File: config.mk
export PLATFORM = sky130hd
export DESIGN_NAME = ai_cu_top
export DESIGN_NICKNAME = d
export VERILOG_FILES = /design/src/ai_cu_pkg.sv /design/src/ai_cu_if.sv /design/src/ai_cu_csr.sv /design/src/ai_cu_fsm.sv /design/src/ai_cu_seq.sv /design/src/ai_cu_top.sv /design/src/ai_mem_xfer.sv
export SDC_FILE = /design/constraint.sdc
export NUM_CORES = 1
export LEC_CHECK = 0
export CORE_MARGIN = 3
export CORE_UTILIZATION = 55
export CTS_CLUSTER_SIZE = 16
export DETAILED_ROUTE_END_ITERATION = 8
export DONT_BUFFER_PORTS = 1
export PLACE_DENSITY = 0.73
export SLEW_MARGIN = 40
export SYNTH_ARGS = -nofsm -noshare
export SYNTH_HDL_FRONTEND = slang
export SYNTH_HIERARCHICAL = 1
export SYNTH_SLANG_ARGS = --single-unit
File: constraint.sdc
create_clock -name clk -period 6 [get_ports clk]
set_input_delay 1.8 -clock clk [delete_from_list [all_inputs] [get_ports clk]]
set_output_delay 1.8 -clock clk [all_outputs]
set_load 0.01 [all_outputs]
File: src/ai_cu_pkg.sv
package ai_cu_pkg;

    // widths shared by the CSR block, FSM and sequencer
    localparam int CU_LEN_W      = 16;
    localparam int CU_DATA_W     = 32;
    localparam int CU_CSR_ADDR_W = 3;

    ////////////////////////////////////////////////////////////
    // CSR map
    ////////////////////////////////////////////////////////////
    localparam logic [CU_CSR_ADDR_W-1:0] CSR_CTRL     = 3'd0;
    localparam logic [CU_CSR_ADDR_W-1:0] CSR_IFM_BASE = 3'd1;
    localparam logic [CU_CSR_ADDR_W-1:0] CSR_OFM_BASE = 3'd2;
    localparam logic [CU_CSR_ADDR_W-1:0] CSR_LENS     = 3'd3;
    localparam logic [CU_CSR_ADDR_W-1:0] CSR_SEQ_LEN  = 3'd4;
    localparam logic [CU_CSR_ADDR_W-1:0] CSR_STATUS   = 3'd5;

    // layer flow
    typedef enum logic [2:0] {
        IDLE,
        FETCH_IFM,
        START_SEQ,
        WAIT_SEQ,
        WRITEBACK,
        DONE
    } cu_state_t;

    // one host word, seen as a command (CTRL) or as two lengths (LENS)
    typedef union packed {
        struct packed {
            logic [29:0] rsvd;
            logic        clear_count;
            logic        start;
        } cmd;
        struct packed {
            logic [CU_LEN_W-1:0] ofm_len;
            logic [CU_LEN_W-1:0] ifm_len;
        } lens;
    } csr_word_u;

endpackage

File: src/ai_cu_if.sv
////////////////////////////////////////////////////////////
// CSR block to layer FSM
////////////////////////////////////////////////////////////
interface cu_csr_if #(
    parameter int ADDR_W = 32
);
    logic [ADDR_W-1:0]             ifm_base;
    logic [ADDR_W-1:0]             ofm_base;
    logic [ai_cu_pkg::CU_LEN_W-1:0] ifm_len;
    logic [ai_cu_pkg::CU_LEN_W-1:0] ofm_len;
    // one cycle wide
    logic                          start_decoded;

    modport csr (output ifm_base, ofm_base, ifm_len, ofm_len, start_decoded);
    modport fsm (input ifm_base, ofm_base, ifm_len, ofm_len, start_decoded);
endinterface

////////////////////////////////////////////////////////////
// layer FSM to memory transfer engine
////////////////////////////////////////////////////////////
interface cu_mem_if #(
    parameter int ADDR_W = 32
);
    // requests are levels held for the whole FSM state
    logic                          read_req;
    logic [ADDR_W-1:0]             read_addr;
    logic [ai_cu_pkg::CU_LEN_W-1:0] read_len;
    logic                          write_req;
    logic [ADDR_W-1:0]             write_addr;
    logic [ai_cu_pkg::CU_LEN_W-1:0] write_len;
    // single cycle completions
    logic                          read_done;
    logic                          write_done;

    modport fsm (
        output read_req, read_addr, read_len, write_req, write_addr, write_len,
        input  read_done, write_done
    );
    modport engine (
        input  read_req, read_addr, read_len, write_req, write_addr, write_len,
        output read_done, write_done
    );
endinterface

File: src/ai_cu_csr.sv
module ai_cu_csr #(
    parameter int ADDR_W = 32
) (
    input  logic                                clk,
    input  logic                                rst,
    input  logic                                wr_en,
    input  logic                                rd_en,
    input  logic [ai_cu_pkg::CU_CSR_ADDR_W-1:0] addr,
    input  logic [ai_cu_pkg::CU_DATA_W-1:0]     wdata,
    input  logic                                layer_done,
    input  logic                                busy,
    output logic [ai_cu_pkg::CU_DATA_W-1:0]     rdata,
    cu_csr_if.csr                               csr,
    output logic [ai_cu_pkg::CU_LEN_W-1:0]      seq_len
);

    ai_cu_pkg::csr_word_u wword;

    logic [ADDR_W-1:0]              ifm_base_q;
    logic [ADDR_W-1:0]              ofm_base_q;
    logic [ai_cu_pkg::CU_LEN_W-1:0] ifm_len_q;
    logic [ai_cu_pkg::CU_LEN_W-1:0] ofm_len_q;
    logic [ai_cu_pkg::CU_LEN_W-1:0] seq_len_q;
    logic [7:0]                     layer_cnt;
    logic                           start_q;

    assign wword = wdata;

    ////////////////////////////////////////////////////////////
    // host writes
    ////////////////////////////////////////////////////////////
    always_ff @(posedge clk or posedge rst) begin
        if (rst) begin
            ifm_base_q <= '0;
            ofm_base_q <= '0;
            ifm_len_q  <= '0;
            ofm_len_q  <= '0;
            seq_len_q  <= '0;
            start_q    <= 1'b0;
        end else begin
            // start fires even while busy and the FSM drops it
            start_q <= wr_en && (addr == ai_cu_pkg::CSR_CTRL) && wword.cmd.start;
            if (wr_en) begin
                case (addr)
                    ai_cu_pkg::CSR_IFM_BASE: ifm_base_q <= ADDR_W'(wdata);
                    ai_cu_pkg::CSR_OFM_BASE: ofm_base_q <= ADDR_W'(wdata);
                    ai_cu_pkg::CSR_LENS: begin
                        ifm_len_q <= wword.lens.ifm_len;
                        ofm_len_q <= wword.lens.ofm_len;
                    end
                    ai_cu_pkg::CSR_SEQ_LEN: seq_len_q <= wdata[ai_cu_pkg::CU_LEN_W-1:0];
                    default: ;
                endcase
            end
        end
    end

    // completed layers with clear winning over a done in the same cycle
    always_ff @(posedge clk or posedge rst) begin
        if (rst) begin
            layer_cnt <= '0;
        end else if (wr_en && (addr == ai_cu_pkg::CSR_CTRL) && wword.cmd.clear_count) begin
            layer_cnt <= '0;
        end else if (layer_done) begin
            layer_cnt <= layer_cnt + 8'd1;
        end
    end

    ////////////////////////////////////////////////////////////
    // registered read-back
    ////////////////////////////////////////////////////////////
    always_ff @(posedge clk or posedge rst) begin
        if (rst) begin
            rdata <= '0;
        end else if (rd_en) begin
            case (addr)
                ai_cu_pkg::CSR_IFM_BASE: rdata <= ai_cu_pkg::CU_DATA_W'(ifm_base_q);
                ai_cu_pkg::CSR_OFM_BASE: rdata <= ai_cu_pkg::CU_DATA_W'(ofm_base_q);
                ai_cu_pkg::CSR_LENS:     rdata <= {ofm_len_q, ifm_len_q};
                ai_cu_pkg::CSR_SEQ_LEN:  rdata <= ai_cu_pkg::CU_DATA_W'(seq_len_q);
                ai_cu_pkg::CSR_STATUS:   rdata <= {16'd0, layer_cnt, 7'd0, busy};
                // CTRL bits are write only
                default:                 rdata <= '0;
            endcase
        end
    end

    assign csr.ifm_base      = ifm_base_q;
    assign csr.ofm_base      = ofm_base_q;
    assign csr.ifm_len       = ifm_len_q;
    assign csr.ofm_len       = ofm_len_q;
    assign csr.start_decoded = start_q;
    assign seq_len           = seq_len_q;

endmodule

File: src/ai_cu_fsm.sv
module ai_cu_fsm #(
    parameter int ADDR_W = 32
) (
    input  logic  clk,
    input  logic  rst,
    input  logic  seq_done,
    cu_csr_if.fsm csr,
    cu_mem_if.fsm mem,
    output logic  seq_start,
    output logic  phase_fetch,
    output logic  phase_compute,
    output logic  phase_writeback,
    output logic  layer_done,
    output logic  busy
);

    ai_cu_pkg::cu_state_t state;
    ai_cu_pkg::cu_state_t n_state;

    always_ff @(posedge clk or posedge rst) begin
        if (rst) begin
            state <= ai_cu_pkg::IDLE;
        end else begin
            state <= n_state;
        end
    end

    ////////////////////////////////////////////////////////////
    // next state and outputs
    ////////////////////////////////////////////////////////////
    always_comb begin
        n_state         = state;
        mem.read_req    = 1'b0;
        mem.read_addr   = {ADDR_W{1'b0}};
        mem.read_len    = '0;
        mem.write_req   = 1'b0;
        mem.write_addr  = {ADDR_W{1'b0}};
        mem.write_len   = '0;
        seq_start       = 1'b0;
        phase_fetch     = 1'b0;
        phase_compute   = 1'b0;
        phase_writeback = 1'b0;
        layer_done      = 1'b0;

        case (state)
            ai_cu_pkg::IDLE: begin
                if (csr.start_decoded) begin
                    n_state = ai_cu_pkg::FETCH_IFM;
                end
            end
            ai_cu_pkg::FETCH_IFM: begin
                phase_fetch   = 1'b1;
                mem.read_req  = 1'b1;
                mem.read_addr = csr.ifm_base;
                mem.read_len  = csr.ifm_len;
                if (mem.read_done) begin
                    n_state = ai_cu_pkg::START_SEQ;
                end
            end
            // single cycle kick to the sequencer
            ai_cu_pkg::START_SEQ: begin
                seq_start = 1'b1;
                n_state   = ai_cu_pkg::WAIT_SEQ;
            end
            ai_cu_pkg::WAIT_SEQ: begin
                phase_compute = 1'b1;
                if (seq_done) begin
                    n_state = ai_cu_pkg::WRITEBACK;
                end
            end
            ai_cu_pkg::WRITEBACK: begin
                phase_writeback = 1'b1;
                mem.write_req   = 1'b1;
                mem.write_addr  = csr.ofm_base;
                mem.write_len   = csr.ofm_len;
                if (mem.write_done) begin
                    n_state = ai_cu_pkg::DONE;
                end
            end
            ai_cu_pkg::DONE: begin
                layer_done = 1'b1;
                n_state    = ai_cu_pkg::IDLE;
            end
            default: n_state = ai_cu_pkg::IDLE;
        endcase
    end

    // a start seen outside IDLE is dropped
    assign busy = (state != ai_cu_pkg::IDLE);

endmodule

File: src/ai_cu_seq.sv
module ai_cu_seq (
    input  logic                           clk,
    input  logic                           rst,
    input  logic                           seq_start,
    input  logic [ai_cu_pkg::CU_LEN_W-1:0] seq_len,
    output logic                           seq_done,
    output logic                           seq_active
);

    logic                           running;
    logic [ai_cu_pkg::CU_LEN_W-1:0] steps_left;

    always_ff @(posedge clk or posedge rst) begin
        if (rst) begin
            running    <= 1'b0;
            steps_left <= '0;
        end else if (seq_start) begin
            running    <= 1'b1;
            steps_left <= seq_len;
        end else if (running) begin
            if (seq_done) begin
                running <= 1'b0;
            end
            if (steps_left != '0) begin
                steps_left <= steps_left - ai_cu_pkg::CU_LEN_W'(1);
            end
        end
    end

    // zero steps still gives a done one cycle after start
    assign seq_done   = running && (steps_left <= ai_cu_pkg::CU_LEN_W'(1));
    assign seq_active = running && (steps_left != '0);

endmodule

File: src/ai_cu_top.sv
module ai_cu_top #(
    parameter int ADDR_W = 32
) (
    input  logic                                clk,
    input  logic                                rst,
    input  logic                                wr_en,
    input  logic                                rd_en,
    input  logic [ai_cu_pkg::CU_CSR_ADDR_W-1:0] addr,
    input  logic [ai_cu_pkg::CU_DATA_W-1:0]     wdata,
    output logic [ai_cu_pkg::CU_DATA_W-1:0]     rdata,
    output logic                                mem_beat_valid,
    output logic                                mem_beat_we,
    output logic [ADDR_W-1:0]                   mem_beat_addr,
    output logic                                phase_fetch,
    output logic                                phase_compute,
    output logic                                phase_writeback,
    output logic                                seq_active,
    output logic                                layer_done
);

    logic                           seq_start;
    logic                           seq_done;
    logic                           busy;
    logic [ai_cu_pkg::CU_LEN_W-1:0] seq_len;

    cu_csr_if #(.ADDR_W(ADDR_W)) csr_if ();
    cu_mem_if #(.ADDR_W(ADDR_W)) mem_if ();

    ////////////////////////////////////////////////////////////
    // host side
    ////////////////////////////////////////////////////////////
    ai_cu_csr #(.ADDR_W(ADDR_W)) csr_i (
        .clk        (clk),
        .rst        (rst),
        .wr_en      (wr_en),
        .rd_en      (rd_en),
        .addr       (addr),
        .wdata      (wdata),
        .layer_done (layer_done),
        .busy       (busy),
        .rdata      (rdata),
        .csr        (csr_if.csr),
        .seq_len    (seq_len)
    );

    ////////////////////////////////////////////////////////////
    // layer control, memory engine and sequencer
    ////////////////////////////////////////////////////////////
    ai_cu_fsm #(.ADDR_W(ADDR_W)) fsm_i (
        .clk             (clk),
        .rst             (rst),
        .seq_done        (seq_done),
        .csr             (csr_if.fsm),
        .mem             (mem_if.fsm),
        .seq_start       (seq_start),
        .phase_fetch     (phase_fetch),
        .phase_compute   (phase_compute),
        .phase_writeback (phase_writeback),
        .layer_done      (layer_done),
        .busy            (busy)
    );

    ai_mem_xfer #(.ADDR_W(ADDR_W)) mem_xfer_i (
        .clk        (clk),
        .rst        (rst),
        .mem        (mem_if.engine),
        .beat_valid (mem_beat_valid),
        .beat_we    (mem_beat_we),
        .beat_addr  (mem_beat_addr)
    );

    ai_cu_seq seq_i (
        .clk        (clk),
        .rst        (rst),
        .seq_start  (seq_start),
        .seq_len    (seq_len),
        .seq_done   (seq_done),
        .seq_active (seq_active)
    );

endmodule

File: src/ai_mem_xfer.sv
module ai_mem_xfer #(
    parameter int ADDR_W = 32
) (
    input  logic              clk,
    input  logic              rst,
    cu_mem_if.engine          mem,
    output logic              beat_valid,
    output logic              beat_we,
    output logic [ADDR_W-1:0] beat_addr
);

    logic                           active;
    logic                           gap;
    logic                           accept;
    logic                           last;
    logic [ai_cu_pkg::CU_LEN_W-1:0] remain;
    logic [ADDR_W-1:0]              cur_addr;
    logic                           dir_we;

    // requests are looked at only when neither busy nor cooling down
    assign accept = !active && !gap && (mem.read_req || mem.write_req);
    // zero length finishes in its first cycle
    assign last   = active && (remain <= ai_cu_pkg::CU_LEN_W'(1));

    always_ff @(posedge clk or posedge rst) begin
        if (rst) begin
            active <= 1'b0;
            gap    <= 1'b0;
        end else begin
            gap <= 1'b0;
            if (accept) begin
                active <= 1'b1;
            end else if (last) begin
                active <= 1'b0;
                gap    <= 1'b1;
            end
        end
    end

    ////////////////////////////////////////////////////////////
    // transfer descriptor where read wins if both ask
    ////////////////////////////////////////////////////////////
    always_ff @(posedge clk) begin
        if (accept) begin
            dir_we   <= !mem.read_req;
            cur_addr <= mem.read_req ? mem.read_addr : mem.write_addr;
            remain   <= mem.read_req ? mem.read_len : mem.write_len;
        end else if (active && (remain != '0)) begin
            cur_addr <= cur_addr + ADDR_W'(1);
            remain   <= remain - ai_cu_pkg::CU_LEN_W'(1);
        end
    end

    assign beat_valid     = active && (remain != '0);
    assign beat_we        = dir_we;
    assign beat_addr      = cur_addr;
    assign mem.read_done  = last && !dir_we;
    assign mem.write_done = last && dir_we;

endmodule

==> summary.md <==
| Metric | Value |
|---|---|
| Outcome | `finished clean` |
| DP Wirelength | `21.9 mm` |
| Largest net degree at the start of global routing | `78` |
| Skew final | `15.6 ps` |
| First-pass GRT wire length | `49.4 mm` |
| DR iter-0 viols | `766` |
| Top_reg_cell synth | `dfrtp_1` |
| Vias per cell | `6.39` |
| Final min period | `4180 ps` |
| CTS Buf Count | `25` |
| Drt pass-1 iters | `5` |
| Largest cells by area after synthesis | `dfrtp_1 (35%), edfxtp_1 (12%), mux2_2 (11%), and2_1 (5.1%), a211oi_1 (2.8%)` |
| Initial Util | `56.2%` |
| Largest stage delay on the critical path | `640 ps` |
| Met1 Wirelength | `14.5 mm` |
| Static leakage | `5.16 nW` |
| Site Rows | `54` |
| Async SR Flop Fraction | `78.1%` |
| Root Driver | `clkbuf_16` |
| Final wirelength | `31.7 mm` |
| H-tree levels | `1` |
| CTS Buffer Depth | `3` |
| Post-synth EDFFs | `49` |
| Setup CP Type | `reg -> out` |
| Routability cong. | `0.837` |
| Slew @ Worst Pin | `853 ps` |
| Top Layer Used | `met4` |
| Cts hold-fix bufs | `0` |
| Hold slack | `506 ps` |
| Core area | `0.0220 sq mm` |
| WP data required | `4200 ps` |
| Cts repair resizes | `0` |
| Layout Nets | `1129` |
| DR WL/cell | `23.0 um` |
| Number of I/O pins | `110` |
| Kind of end point of the critical path | `output port` |
| FF+latch count, synth | `224` |
| Fmax achieved | `0.239 GHz` |
| DP Area | `0.0124 sq mm` |
| TNS Setup | `0 ps` |
| Worst-path cell chain | `inv_1 -> ha_1 -> or4b_2 -> nor2_2 -> a21oi_1` |
| Fillers | `1806` |
| Worst setup SP type | `register` |
| Cell Pwr Density | `404 mW/mm^2` |
| Worst-path maximum fanout | `8` |
| Mapped Cells | `1122` |
| Worst skew pair latency | `520 ps` |
| WL met3 | `2.43 mm` |
| Detailed-route DRC error count | `0` |
| Worst slew margin | `42.8%` |
| RSZ-0062 raised after global routing | `false` |
| Finish-stage setup viols | `0` |
| Vias in the first global route | `8424` |
| Die Area | `0.0243 sq mm` |
| CP arrival | `2380 ps` |
| ANT nets after route | `0` |
| Synth warn | `6` |
| Die Width | `156 um` |
| Area leader, netlist | `dfrtp_1` |
| Post-route design area | `0.0132 sq mm` |
| Clock transition at path regs | `60 ps` |
| # Post-CTS Setup Buffers | `0` |
| Max cap viols | `0` |
| Slew Limit Fails | `0` |
| Vias | `8820` |
| GRT Overall Usage | `25.6%` |
| ANT cells | `0` |
| CTS sink cnt | `224` |
| WL met2 | `14.1 mm` |
| Seq/Total Area, Yosys | `47.4%` |
| Area grow syn2layout | `6.89%` |
| Initial antenna violation count | `0` |
| Peak supply drop | `218 uV` |
| Final hold violations | `0` |
| Slowest cell on crit path | `or4b_2` |
| Yosys cell types | `73` |
| Worst Hold Class | `reg -> reg` |
| Top-area cell type share of the netlist area | `35.5%` |
| Mapped Area | `0.0123 sq mm` |
| Total grt overflow | `0` |
| CTS tree | `built` |
| Layout cell share with drive strength beyond 1 | `18.8%` |
| Part of the cycle the worst path needs | `69.6%` |
| Mean Syn Cell Area | `11.0 sq um` |
| Post-synth net total | `1169` |
| IO Port Bufs | `0` |
| Die H | `156 um` |
==> sequential cells by signal, indices dropped and copies added (netlist names), 3 cells and up <==
| register | count |
|---|---|
| csr_i/seq_len | 16 |
| csr_i/rdata | 32 |
| mem_xfer_i/beat_addr | 32 |
| seq_i/steps_left | 16 |
| csr_i/csr.ofm_len | 16 |
| csr_i/layer_cnt | 8 |
| csr_i/csr.ifm_base | 32 |
| csr_i/csr.ofm_base | 32 |
| csr_i/csr.ifm_len | 16 |
| mem_xfer_i/remain | 16 |
| fsm_i/state | 3 |
==> final timing paths <==
| check | cells after the start | slack [ps] | to | start |
|---|---|---|---|---|
| worst max-delay path | 5 | 1820 | seq_active | seq_i/steps_left[0]$_DFFE_PP0P_ |
| worst min-delay path | 1 | 510 | csr_i/csr.ofm_base[22]$_DFFE_PP0P_ | csr_i/csr.ofm_base[22]$_DFFE_PP0P_ |
| worst max register to register | 6 | 2810 | mem_xfer_i/beat_addr[7]$_DFFE_PP_ | fsm_i/state[0]$_DFFE_PP0P_ |
| worst min register to register | 1 | 510 | csr_i/csr.ofm_base[22]$_DFFE_PP0P_ | csr_i/csr.ofm_base[22]$_DFFE_PP0P_ |
| max in group asynchronous | 2 | 3740 | csr_i/csr.ifm_base[17]$_DFFE_PP0P_ | rst |
| min in group asynchronous | 1 | 1030 | mem_xfer_i/gap$_DFF_PP0_ | rst |
==> stage by stage <==
stage	worst slack [ps]	util [%]	power (mW)	std cells
2_1_floorplan	78.6	-	3.42	1122
6_report	1820	60.1	5.33	1380
3_3_place_gp	2370	56.3	3.74	1334
4_1_cts	1800	60.1	5.35	1379
5_1_grt	1670	60.1	5.63	1380
3_5_place_dp	2350	56.3	3.80	1334
==> Yosys cell counts (12+ instances only) <==
| library cell | instances |
|---|---|
| or3_1 | 25 |
| and2_1 | 100 |
| mux2_2 | 118 |
| edfxtp_1 | 49 |
| nand2_1 | 39 |
| inv_1 | 19 |
| a21oi_1 | 32 |
| o21ai_0 | 26 |
| a211oi_1 | 46 |
| or4_1 | 18 |
| nor2_1 | 43 |
| a31oi_1 | 31 |
| o2bb2ai_1 | 16 |
| nand3_1 | 19 |
| xor2_1 | 17 |
| dfrtp_1 | 175 |
| buf_2 | 16 |
| mux2_1 | 13 |
| nor2b_1 | 44 |
| o31ai_1 | 14 |
| a22oi_1 | 29 |
| mux2i_1 | 12 |
| nand4_1 | 13 |
| clkbuf_1 | 40 |
==> cell usage in the layout, fill, tap and decap left out, types with 19 or more instances in the layout <==
cell type,instances
a211oi_1,46
a21oi_1,32
a22oi_1,29
a31oi_1,31
and2_1,100
clkbuf_16,26
dfrtp_1,175
edfxtp_1,49
mux2_2,118
nand2_1,39
nand3_1,19
nor2_1,43
nor2b_1,44
o21ai_0,26
or3_1,25
==> logic make-up after synthesis <==
group / Yosys count / synth area share (%)
AOI/OAI and AO/OA: 243 / 13.7
xor gates and xnor gates: 24 / 1.70
adders and majority gates: 8 / 0.811
buffers and inverters: 101 / 4.17
DFF: 224 / 47.4
muxes: 153 / 14.1
and+or+nand+nor: 369 / 18.1
==> layer usage <==
layer | vias to the layer above | global-route usage [%]
met4 | 0 | 6.31
li1 | 4109 | -
met3 | 41 | 5.85
met2 | 283 | 37.7
met5 | - | 0
met1 | 4387 | 38.7
==> critical path: cells and delay by family (launching register included) <==
kind	cells	cell delay, ps
buffers and inverters	1	120
flip-flops	1	430
adder cells (fa/ha/maj)	1	180
AND/OR/NAND/NOR	2	920
AO/OA/AOI/OAI	1	220
==> where the power goes <==
group	leakage (nW)	switching (mW)	internal, mW	total [mW]
sequential	2.68	0.490	2.06	2.55
clock	0.408	0.638	0.906	1.54
combinational	2.07	0.690	0.550	1.24
==> final cells by class <==
class / count / area, sq um / area share, %
Multi-Input combinational cell: 797 / 5990 / 45.4
Clock inverter: 15 / 143 / 1.08
Sequential cell: 224 / 5850 / 44.3
Clock buffer: 30 / 686 / 5.20
Tap cell: 280 / 350 / 2.65
Inverter: 21 / 83.8 / 0.635
Timing Repair Buffer: 13 / 97.6 / 0.740
(Power assumes the default switching activity.)
